[config.mk]
export PLATFORM = sky130hd
export DESIGN_NAME = csr_unit
export DESIGN_NICKNAME = d
export VERILOG_FILES = /design/src/rtl/csr_pkg.sv /design/src/rtl/csr_issue_ctrl.sv /design/src/rtl/csr_timer.sv /design/src/rtl/csr_regfile.sv /design/src/rtl/csr_read_merge.sv /design/src/rtl/csr_unit.sv
export SDC_FILE = /design/constraint.sdc
export NUM_CORES = 1
export LEC_CHECK = 0
export ABC_CLOCK_PERIOD_IN_PS = 5200
export BUFFER_PORTS_ARGS = -buffer_cell sky130_fd_sc_hd__buf_2
export CORE_ASPECT_RATIO = 0.5
export CORE_UTILIZATION = 60
export CTS_CLUSTER_SIZE = 40
export DETAILED_ROUTE_END_ITERATION = 10
export PLACE_DENSITY = 0.8
export SYNTH_ARGS = -nofsm -noshare
export SYNTH_HDL_FRONTEND = slang
export SYNTH_SLANG_ARGS = --single-unit
[constraint.sdc]
create_clock -name clk -period 5.2 [get_ports clk]
set_input_delay 0.26 -clock clk [delete_from_list [all_inputs] [get_ports clk]]
set_output_delay 0.26 -clock clk [all_outputs]
set_load 0.01 [all_outputs]
[src/rtl/csr_pkg.sv]
package csr_pkg;

    typedef logic [31:0] word_t;
    typedef logic [13:0] csr_num_t;
    typedef logic [5:0]  ecode_t;
    typedef logic [8:0]  esubcode_t;
    typedef logic [2:0]  plv_ie_t;   // {ie, plv}
    typedef logic [12:0] int_vec_t;  // estat.is / ecfg.lie layout

    typedef enum logic [2:0] {
        OP_NONE,
        OP_CSRRD,
        OP_CSRWR,
        OP_CSRXCHG,
        OP_ERTN,
        OP_EXCP,
        OP_INT      // internal, never issued by the pipeline
    } csr_op_e;

    localparam csr_num_t CSR_CRMD   = 14'h000;
    localparam csr_num_t CSR_PRMD   = 14'h001;
    localparam csr_num_t CSR_ECFG   = 14'h004;
    localparam csr_num_t CSR_ESTAT  = 14'h005;
    localparam csr_num_t CSR_ERA    = 14'h006;
    localparam csr_num_t CSR_EENTRY = 14'h00c;
    localparam csr_num_t CSR_SAVE0  = 14'h030;
    localparam csr_num_t CSR_SAVE1  = 14'h031;
    localparam csr_num_t CSR_SAVE2  = 14'h032;
    localparam csr_num_t CSR_SAVE3  = 14'h033;
    localparam csr_num_t CSR_TID    = 14'h040;
    localparam csr_num_t CSR_TCFG   = 14'h041;
    localparam csr_num_t CSR_TVAL   = 14'h042;
    localparam csr_num_t CSR_TICLR  = 14'h044;

    localparam ecode_t     ECODE_INT  = 6'h00;
    localparam logic [8:0] CRMD_RESET = 9'h008;  // da set

    typedef struct packed {
        logic      valid;
        csr_op_e   op;
        csr_num_t  num;
        word_t     wdata;
        word_t     wmask;
        word_t     pc;
        ecode_t    ecode;
        esubcode_t esubcode;
    } csr_req_t;

    typedef struct packed {
        logic [8:0]      crmd;
        plv_ie_t         prmd;
        int_vec_t        ecfg_lie;
        logic [1:0]      estat_is;
        ecode_t          estat_ecode;
        esubcode_t       estat_esubcode;
        word_t           era;
        logic [25:0]     eentry;
        word_t [3:0]     save;
        word_t           tid;
        word_t           tcfg;
    } csr_view_t;

    typedef struct packed {
        logic      run;
        csr_op_e   op;
        csr_num_t  num;
        word_t     wdata;   // already merged under the xchg mask
        word_t     pc;
        ecode_t    ecode;
        esubcode_t esubcode;
    } csr_commit_t;

    // live interrupt vector built from the estat sw bits and the outside hw and timer lines
    function automatic int_vec_t live_int_vec(logic timer_int, logic [7:0] hw_int,
                                              logic [1:0] sw_int);
        return {1'b0, timer_int, 1'b0, hw_int, sw_int};
    endfunction

endpackage

[src/rtl/csr_issue_ctrl.sv]
`timescale 1ns/1ps

module csr_issue_ctrl (
    input  logic                 clk,
    input  logic                 rstn,
    input  logic                 stall,
    input  logic                 flush,
    input  csr_pkg::csr_req_t    req,
    input  logic [7:0]           hw_int,
    input  logic                 timer_int,
    input  csr_pkg::csr_view_t   view,
    input  csr_pkg::word_t       merged_wdata,
    input  csr_pkg::word_t       read_data,
    output csr_pkg::csr_commit_t commit,
    output csr_pkg::word_t       rdata,
    output logic                 flush_out,
    output logic                 redirect,
    output csr_pkg::word_t       redirect_pc
);
    import csr_pkg::*;

    logic      int_pending;
    logic      take;
    csr_op_e   eff_op;
    ecode_t    eff_ecode;
    esubcode_t eff_esubcode;
    word_t     target_pc;
    logic      is_read;
    logic      is_flush;
    logic      is_redirect;

    assign int_pending = (|(live_int_vec(timer_int, hw_int, view.estat_is) & view.ecfg_lie))
                         && view.crmd[2];
    assign take = req.valid && !flush;

    // a synchronous exception wins over an interrupt
    always_comb
    begin
        eff_op       = req.op;
        eff_ecode    = req.ecode;
        eff_esubcode = req.esubcode;
        if (req.op != OP_EXCP && int_pending)
        begin
            eff_op       = OP_INT;
            eff_ecode    = ECODE_INT;
            eff_esubcode = '0;
        end
    end

    always_comb
    begin
        case (eff_op)
            OP_ERTN:        target_pc = view.era;
            OP_EXCP, OP_INT: target_pc = {view.eentry, 6'b0};
            default:        target_pc = req.pc + 32'd4;
        endcase
    end

    assign is_read     = eff_op inside {OP_CSRRD, OP_CSRWR, OP_CSRXCHG};
    assign is_redirect = eff_op inside {OP_ERTN, OP_EXCP, OP_INT};
    assign is_flush    = is_redirect || (eff_op inside {OP_CSRWR, OP_CSRXCHG});

    always_ff @(posedge clk)
    begin
        if (!rstn)
        begin
            commit.run <= 1'b0;
            flush_out  <= 1'b0;
            redirect   <= 1'b0;
        end
        else if (!stall)
        begin
            commit.run <= take && (eff_op != OP_NONE);  // flush drops the request
            flush_out  <= take && is_flush;
            redirect   <= take && is_redirect;
        end

        if (!stall)
        begin
            commit.op       <= eff_op;
            commit.num      <= req.num;
            commit.wdata    <= merged_wdata;
            commit.pc       <= req.pc;   // becomes era on excp/int
            commit.ecode    <= eff_ecode;
            commit.esubcode <= eff_esubcode;
            rdata           <= (take && is_read) ? read_data : '0;
            redirect_pc     <= target_pc;
        end
    end

endmodule

[src/rtl/csr_timer.sv]
`timescale 1ns/1ps

module csr_timer #(
    parameter int TIMER_N = 32
) (
    input  logic                 clk,
    input  logic                 rstn,
    input  csr_pkg::csr_commit_t commit,
    input  csr_pkg::word_t       tcfg,
    input  logic                 stall,
    output csr_pkg::word_t       tval,
    output logic                 timer_int
);
    import csr_pkg::*;

    logic [TIMER_N-1:0] cnt;
    logic [TIMER_N-1:0] init_val;
    logic [TIMER_N-1:0] reload_val;
    logic               wr_csr;
    logic               tcfg_load;
    logic               ticlr_hit;

    assign wr_csr     = commit.run && !stall && (commit.op inside {OP_CSRWR, OP_CSRXCHG});
    assign tcfg_load  = wr_csr && (commit.num == CSR_TCFG) && commit.wdata[0];
    assign ticlr_hit  = wr_csr && (commit.num == CSR_TICLR) && commit.wdata[0];

    // new tcfg comes from the commit, tcfg input still holds the old one
    assign init_val   = {commit.wdata[TIMER_N-1:2], 2'b00};
    assign reload_val = {tcfg[TIMER_N-1:2], 2'b00};
    assign tval       = word_t'(cnt);

    always_ff @(posedge clk)
    begin
        if (!rstn)
        begin
            cnt       <= '0;
            timer_int <= 1'b0;
        end
        else
        begin
            if (ticlr_hit)
                timer_int <= 1'b0;
            else if (tcfg[0] && !tcfg_load && cnt == '0)
                timer_int <= 1'b1;

            if (tcfg_load)
                cnt <= init_val;
            else if (tcfg[0])
            begin
                if (cnt == '0 && tcfg[1])
                    cnt <= reload_val;   // periodic
                else if (cnt != '1)
                    cnt <= cnt - 1'b1;   // one-shot parks at all ones
            end
        end
    end

endmodule

[src/rtl/csr_regfile.sv]
`timescale 1ns/1ps

module csr_regfile (
    input  logic                 clk,
    input  logic                 rstn,
    input  logic                 stall,
    input  csr_pkg::csr_commit_t commit,
    output csr_pkg::csr_view_t   view,
    output logic                 excp_flush,
    output logic                 ertn_flush
);
    import csr_pkg::*;

    logic  fire;
    word_t w;

    assign fire = commit.run && !stall;
    assign w    = commit.wdata;

    always_ff @(posedge clk)
    begin
        if (!rstn)
        begin
            view.crmd           <= CRMD_RESET;
            view.prmd           <= '0;
            view.ecfg_lie       <= '0;
            view.estat_is       <= '0;
            view.estat_ecode    <= '0;
            view.estat_esubcode <= '0;
            view.era            <= '0;
            view.eentry         <= '0;
            view.save           <= '0;
            view.tid            <= '0;
            view.tcfg           <= '0;
            excp_flush          <= 1'b0;
            ertn_flush          <= 1'b0;
        end
        else
        begin
            excp_flush <= fire && (commit.op inside {OP_EXCP, OP_INT});
            ertn_flush <= fire && (commit.op == OP_ERTN);

            if (fire)
            begin
                case (commit.op)
                    OP_ERTN:
                    begin
                        view.crmd[2:0] <= view.prmd;
                    end
                    OP_EXCP, OP_INT:
                    begin
                        view.prmd           <= view.crmd[2:0];
                        view.crmd[2:0]      <= 3'b000;   // plv0, ie off
                        view.era            <= commit.pc;
                        view.estat_ecode    <= commit.ecode;
                        view.estat_esubcode <= commit.esubcode;
                    end
                    OP_CSRWR, OP_CSRXCHG:
                    begin
                        case (commit.num)
                            CSR_CRMD:
                            begin
                                view.crmd[2:0] <= w[2:0];
                                view.crmd[8:5] <= w[8:5];
                                if (w[4] ^ w[3])
                                    view.crmd[4:3] <= w[4:3];  // da/pg only as a valid pair
                            end
                            CSR_PRMD:
                            begin
                                view.prmd <= w[2:0];
                            end
                            CSR_ECFG:
                            begin
                                view.ecfg_lie <= {1'b0, w[11], 1'b0, w[9:0]};
                            end
                            CSR_ESTAT:
                            begin
                                view.estat_is <= w[1:0];   // only sw bits writable
                            end
                            CSR_ERA:
                            begin
                                view.era <= w;
                            end
                            CSR_EENTRY:
                            begin
                                view.eentry <= w[31:6];
                            end
                            CSR_SAVE0, CSR_SAVE1, CSR_SAVE2, CSR_SAVE3:
                            begin
                                view.save[commit.num[1:0]] <= w;
                            end
                            CSR_TID:
                            begin
                                view.tid <= w;
                            end
                            CSR_TCFG:
                            begin
                                view.tcfg <= w;
                            end
                            default:
                            begin
                            end
                        endcase
                    end
                    default:
                    begin
                    end
                endcase
            end
        end
    end

endmodule

[src/rtl/csr_read_merge.sv]
`timescale 1ns/1ps

module csr_read_merge #(
    parameter int TIMER_N = 32
) (
    input  csr_pkg::csr_num_t  num,
    input  csr_pkg::csr_op_e   op,
    input  csr_pkg::word_t     wdata,
    input  csr_pkg::word_t     wmask,
    input  csr_pkg::csr_view_t view,
    input  csr_pkg::word_t     tval,
    input  logic               timer_int,
    input  logic [7:0]         hw_int,
    output csr_pkg::word_t     read_data,
    output csr_pkg::word_t     merged_wdata
);
    import csr_pkg::*;

    localparam word_t TCFG_MASK = word_t'({TIMER_N{1'b1}});

    word_t wr_mask;

    always_comb
    begin
        case (num)
            CSR_CRMD:   read_data = {23'b0, view.crmd};
            CSR_PRMD:   read_data = {29'b0, view.prmd};
            CSR_ECFG:   read_data = {19'b0, view.ecfg_lie};
            CSR_ESTAT:  read_data = {1'b0, view.estat_esubcode, view.estat_ecode, 3'b0,
                                     live_int_vec(timer_int, hw_int, view.estat_is)};
            CSR_ERA:    read_data = view.era;
            CSR_EENTRY: read_data = {view.eentry, 6'b0};
            CSR_SAVE0, CSR_SAVE1, CSR_SAVE2, CSR_SAVE3:
                        read_data = view.save[num[1:0]];
            CSR_TID:    read_data = view.tid;
            CSR_TCFG:   read_data = view.tcfg & TCFG_MASK;
            CSR_TVAL:   read_data = tval;
            default:    read_data = '0;   // ticlr and unimplemented numbers
        endcase
    end

    assign wr_mask      = (op == OP_CSRXCHG) ? wmask : '1;
    assign merged_wdata = (read_data & ~wr_mask) | (wdata & wr_mask);

endmodule

[src/rtl/csr_unit.sv]
`timescale 1ns/1ps

module csr_unit #(
    parameter int TIMER_N = 32
) (
    input  logic               clk,
    input  logic               rstn,
    input  logic               stall,
    input  logic               flush,
    input  csr_pkg::csr_req_t  req,
    input  logic [7:0]         hw_int,
    output csr_pkg::word_t     rdata,
    output logic               flush_out,
    output logic               redirect,
    output csr_pkg::word_t     redirect_pc,
    output logic               excp_flush,
    output logic               ertn_flush
);
    import csr_pkg::*;

    csr_view_t   view;
    csr_commit_t commit;
    word_t       tval;
    word_t       read_data;
    word_t       merged_wdata;
    logic        timer_int;

    csr_issue_ctrl u_issue (
        .clk          (clk),
        .rstn         (rstn),
        .stall        (stall),
        .flush        (flush),
        .req          (req),
        .hw_int       (hw_int),
        .timer_int    (timer_int),
        .view         (view),
        .merged_wdata (merged_wdata),
        .read_data    (read_data),
        .commit       (commit),
        .rdata        (rdata),
        .flush_out    (flush_out),
        .redirect     (redirect),
        .redirect_pc  (redirect_pc)
    );

    csr_timer #(.TIMER_N(TIMER_N)) u_timer (
        .clk       (clk),
        .rstn      (rstn),
        .commit    (commit),
        .tcfg      (view.tcfg),
        .stall     (stall),
        .tval      (tval),
        .timer_int (timer_int)
    );

    csr_regfile u_regfile (
        .clk        (clk),
        .rstn       (rstn),
        .stall      (stall),
        .commit     (commit),
        .view       (view),
        .excp_flush (excp_flush),
        .ertn_flush (ertn_flush)
    );

    csr_read_merge #(.TIMER_N(TIMER_N)) u_read_merge (
        .num          (req.num),
        .op           (req.op),
        .wdata        (req.wdata),
        .wmask        (req.wmask),
        .view         (view),
        .tval         (tval),
        .timer_int    (timer_int),
        .hw_int       (hw_int),
        .read_data    (read_data),
        .merged_wdata (merged_wdata)
    );

endmodule

==> reports/results.txt, run 1 <==
wire length per cell: 22.8 microns
final setup skew: 0.0173 ns
R2R Path Start: u_issue.commit[90]
Synth Flop Type: dfxtp_1
Pint: 6120 uW
Port Buf Inserts: 208
Max FO, Critical Path: 18
combinational power share: 6.1%
Clock Power Share: 42.1%
initial antenna violation count: 2
Gate Count Post-Synth: 2438
CTS Sinks: 488
Die ar.: 38600 sq um
Netlist cell types: 81
Post-Place Setup Slack: 1.79 ns
final hold viol count: 0
Worst Hold Path Cells: 2
first-pass GRT wire length: 108 mm
Post-Route WL: 70.6 mm
peak supply drop: 0.241 mV
DR vias: 20.3k
DRC Markers: 0
crit-path max cell delay: 0.90 ns
share of cells above drive strength 1: 15.6%
ANT nets after route: 0
CTS tree: built
total core area: 36500 sq um
# IOs: 209
First DRT Iteration DRCs: 2687
overall power: 8040 uW
max-cap violations: 0
Final Core Density: 70.7%
post-route worst setup slack: 1.29 ns
post-cts sizing count: 0
Tightest Pin Transition: 1.21 ns
end of the worst hold path: u_issue.commit[66]
setup violators final: 0
iteration count of the initial detailed-routing pass: 6
H-tree Lvls: 2
min Tclk post-route: 3.91 ns
LEAKAGE: 0.00893 uW
setup slack, reg-to-reg: 1.56 ns
Yosys reg bits: 488
Switching Fraction: 24.0%
Synth area leader: dfxtp_1
Fin Setup TNS: 0 ns
async set or reset register ratio after synthesis: 0%
f_max: 0.256 GHz
Clock Latency Late Sink: 0.57 ns
synthesis warning total: 0
Slew Viols, Final: 0
Post-Syn Area: 22700 sq um
Final period util: 75.1%
slowest CP cell: and4_1
status: complete, no violations
ordered list of cells on the worst path: dlygate4sd3_1 -> buf_2 -> nor4_1 -> and2_1 -> and4_1 -> o2bb2ai_1 -> a221oi_1 -> o31ai_1 -> dlygate4sd3_1
Root Buffer: clkbuf_16
HP Start: req[66]
FF-to-FF End: u_regfile.view[174]
Syn Nets: 2583
R2R depth: 6
Critical Path RT: 5.64 ns
synth-to-layout area growth: 14.0%
synthesized area per cell: 9.30 sq um
Post-synth EDFFs: 160
RePlAce Congestion: 0.952
critical path class: in2reg
DP HPWL: 45.6 mm
Die Wd: 277 microns
startpoint types: input port
CTS max path bufs: 3
post-layout net count: 2713
Hold Crit Class: in2reg
Die Y-Extent: 139 microns
CP most frequent cell: dlygate4sd3_1
Rel. slew slack: 19.4%
Synth area leaders: dfxtp_1 29%, edfxtp_1 21%, nand2_1 8.3%
PD cells: 311 nW/um^2
Total GRT Usage: 35.6%
Synth top cells by count: 503 x nand2_1, 328 x dfxtp_1, 260 x a21oi_1, 194 x nor2_1, 169 x clkbuf_1
Row Count: 49
P_sw: 1930 uW
vias per cell: 6.57
clk slew on worst S/H paths: 0.07 ns
vias in the first global route: 19.0k
Sequential Power Share: 51.8%
starting density of the core: 62.0%
sequential-to-total area share from yosys stat: 50.2%
Arrival @ worst endpoint: 4.34 ns
Post-CTS Setup Inserts: 0
Critical Path Sink Type: flop
largest net degree at the start of global routing: 161
RSZ-0062 raised after global routing: no
final global-route overflow total: 0
most common cell in the netlist: nand2_1
Yosys top cell area share: 29.0%
total CTS buffers: 43
[cell type report]
cell class,count,area [sq um]
Tap cell,484,606
Clock inverter,20,189
Fill cell,2715,10700
Timing Repair Buffer,308,1960
Inverter,7,38.8
Antenna cell,2,5.00
Clock buffer,60,1280
Sequential cell,488,11400
Multi-Input combinational cell,1720,10400
[cell families (layout without fill, tap and decap cells)]
family          count (synthesis)  after routing  share of synthesized area, %
compound gates                600            600                          17.2
simple gates                  927            927                          18.2
flops                         488            488                          50.2
buf+inv                       230            395                          4.28
other cells                     0              2                             0
xor+xnor                       50             50                          1.93
fa+ha+maj                       4              4                         0.221
mux                           139            139                          8.02
[routing by layer]
metal  routed length (microns)  global-route usage [%]  vias up  share of wire [%]
met3                      7690                    7.37      214                 11
met2                     31800                    56.0     1277                 45
li1                          -                       -     9036                  -
met4                      2350                    12.4        0                3.3
met1                     28700                    49.0     9753                 41
met5                         0                       0        -                  0
[power by group through the flow]
stage               registers, uW  logic, uW  clock network (uW)
floorplan                    4180        279                   0
global placement             4240        427                   0
detailed placement           4240        432                   0
CTS                          4160        475                3390
global route                 4170        520                3540
finish                       4160        489                3390
[flip-flops by register name (all words and copies together) (netlist names)]
signal and count:
u_issue.rdata 32, u_timer.tval 32, u_issue.flush_out 1, u_issue.redirect_pc 32
u_issue.commit 97, u_timer.timer_int 1, u_regfile.view 290, u_issue.redirect 1
u_regfile.excp_flush 1, u_regfile.ertn_flush 1
[timing repair]
item | CTS | global route
setup endpoints to repair | 0 | 0
endpoints found under the hold margin | 67 | 0
hold buffers | 68 | 0
[how the worst max path moves through the flow]
stage / from / slack [ns] / cells after the start / end
2_1_floorplan: stall / 0.87 / 5 / u_regfile.view[283]
3_3_place_gp: req[111] / 1.87 / 7 / u_issue.commit[72]
3_5_place_dp: u_issue.commit[90] / 1.79 / 6 / u_regfile.view[174]
4_1_cts: req[120] / 1.51 / 9 / u_issue.commit[77]
5_1_grt: req[120] / 1.18 / 9 / u_issue.commit[77]
6_report: req[120] / 1.29 / 9 / u_issue.commit[77]
[per-stage QoR]
step                hold slack (ns)  std cells  area (sq um)
floorplan                     0.359       2438         22700
global placement              0.434       2939         23700
detailed placement            0.441       2939         23700
CTS                        0.000591       3087         25800
finish                      0.00950       3089         25800
global route                 0.0168       3087         25800
[cells in the final DEF (no fill, tap or decap), types with 40 or more instances in the layout]
cell	Yosys	final
a21oi_1	260	260
nor3_1	48	46
o21ai_0	69	69
dfxtp_1	328	328
nor2_1	194	192
dlygate4sd3_1	0	68
a22oi_1	40	40
nand2_1	503	499
edfxtp_1	160	160
mux2i_1	87	87
clkbuf_16	0	46
buf_2	37	208
[worst max-delay path: cells and delay by family]
family | cells | cell delay, ns
compound gates | 3 | 0.70
buf+inv | 3 | 1.26
simple gates | 3 | 2.12
(Power assumes the default switching activity.)
==> run 2: changes to the inputs <==
Settings changed: ABC_CLOCK_PERIOD_IN_PS 5200 to 3150, CORE_UTILIZATION 60 to 54, PLACE_DENSITY 0.8 to 0.76.
Clock period 5.2 ns to 3.15 ns, I/O delays scaled along.
==> reports/results.txt, run 2 (synthesis results as in run 1) <==
Post-Route WL: 74.3 mm
Critical Path RT: 3.49 ns
Final period util: 100%
met3 WL: 8.20 mm
CTS tree: built
starting density of the core: 55.4%
Port Buf Inserts: 208
LEAKAGE: 0.00953 uW
routed length on met1: 30.0 mm
synth-to-layout area growth: 20.0%
FF-to-FF End: u_regfile.view[186]
total CTS buffers: 44
ANT nets after route: 0
register area: 11400 sq um
initial antenna violation count: 0
met2 WL post-DR: 33.4 mm
CP endpoint: u_issue.commit[54]
f_max: 0.316 GHz
CTS max path bufs: 3
multi-input logic area: 10400 sq um
status: finished, violations left
first-pass GRT wire length: 113 mm
Critical Path Sink Type: flop
RSZ-0062 raised after global routing: no
clk slew on worst S/H paths: 0.07 ns
final global-route overflow total: 0
PD cells: 491 nW/um^2
largest net degree at the start of global routing: 105
final setup skew: 0.0298 ns
First DRT Iteration DRCs: 2955
Worst Hold Path Cells: 3
crit path from: req[117]
Row Count: 52
R2R Path Start: u_issue.commit[95]
share of cells above drive strength 1: 16.5%
Hold Crit Class: in2reg
peak supply drop: 0.427 mV
Max FO, Critical Path: 13
ant diodes: 0
post-layout net count: 2840
min Tclk post-route: 3.16 ns
Post-Place Setup Slack: 0.346 ns
final hold viol count: 0
post-route worst setup slack: -0.0138 ns
biggest regs: u_regfile.view: 290 flops, u_issue.commit: 97 flops
wire length per cell: 22.7 microns
Die Wd: 292 microns
DRC Markers: 0
Rel. slew slack: 25.6%
max-cap violations: 0
Clock Latency Late Sink: 0.58 ns
violated checks: setup timing
Final Cell Area: 27200 sq um
Die ar.: 42800 sq um
Arrival @ worst endpoint: 3.50 ns
max reg flops: 290
Post-CTS Setup Inserts: 0
# IOs: 209
setup slack, reg-to-reg: 0.34 ns
critical path class: in2reg
commonest cells after routing, fill and taps aside: 502 x nand2_1, 328 x dfxtp_1, 260 x a21oi_1
DR vias: 20.9k
Root Buffer: clkbuf_16
DR top layer: met4
placed cell area: 24300 sq um
Biggest register: u_regfile.view
vias per cell: 6.38
H-tree Lvls: 2
CTS Sinks: 488
setup violators final: 1
Tightest Pin Transition: 1.12 ns
Die Y-Extent: 147 microns
most common cell after layout, fill and taps aside: nand2_1
startpoint types: input port
R2R depth: 7
DP HPWL: 48.0 mm
RePlAce Congestion: 1.01
iteration count of the initial detailed-routing pass: 7
vias in the first global route: 19.7k
Total GRT Usage: 33.9%
Slew Viols, Final: 0
total core area: 40900 sq um
Filler Cell Count: 3042
## run 2: cell count changes in the layout (fill, tap and decap cells not counted), sizes merged
cell,before,now
clkinvlp,1,2
diode,2,0
dlygate4sd3,68,142
clkbuf,60,67
clkinv,15,10
bufinv,3,1
buf,240,292
## run 2: area by class of cell
| type | count | share of cell area (%) |
|---|---|---|
| Clock inverter | 14 | 0.502 |
| Inverter | 7 | 0.138 |
| Tap cell | 540 | 2.49 |
| Clock buffer | 67 | 4.90 |
| Sequential cell | 488 | 41.8 |
| Multi-Input combinational cell | 1720 | 38.2 |
| Timing Repair Buffer | 434 | 12.0 |
## run 2: repair_timing
item | CTS | global route
endpoints found under the setup margin | 0 | 15
hold buffers | 142 | 0
resized for setup | 0 | 5
endpoints found under the hold margin | 102 | 0
## run 2: routing by layer
metal  vias to the layer above  global-route usage, %
met1                     10000                   47.0
met5                         -                      0
li1                       9291                      -
met3                       223                   6.69
met2                      1349                   53.0
met4                         0                   12.0
## run 2: worst max-delay path, stage by stage
cell and delay (ns):
dlygate4sd3_1 0.53, buf_2 0.21, nor4b_1 0.19, buf_4 0.15, and4_1 0.38, buf_4 0.24, a22o_1 0.31, nor3_1 0.54
a21oi_1 0.19, dlygate4sd3_1 0.59
## run 2: how the worst min path moves through the flow
stage	startpoint	to	slack, ns
6_report	req[56]	u_issue.commit[56]	0.01
3_3_place_gp	req[124]	u_issue.commit[92]	0.35
4_1_cts	req[56]	u_issue.commit[56]	0.002
3_5_place_dp	req[124]	u_issue.commit[92]	0.35
2_1_floorplan	req[15]	u_issue.commit[15]	0.26
5_1_grt	req[56]	u_issue.commit[56]	0.005
## run 2: report_power, final
group	internal [uW]	switching, uW
Clock	3030	2510
Combinational	399	539
Sequential	6670	195
Total	10100	3250
## run 2: stage by stage
step                setup TNS, ns  power, uW  instances  hold slack [ns]  utilization, %
global placement                0       7740       3047            0.350            59.3
CTS                             0      13300       3270          0.00169            66.4
detailed placement              0       7760       3047            0.352            59.3
floorplan                       0       7350       2438            0.256               -
finish                    -0.0138      13400       3270           0.0120            66.4
global route                    0      13700       3270          0.00504            66.4
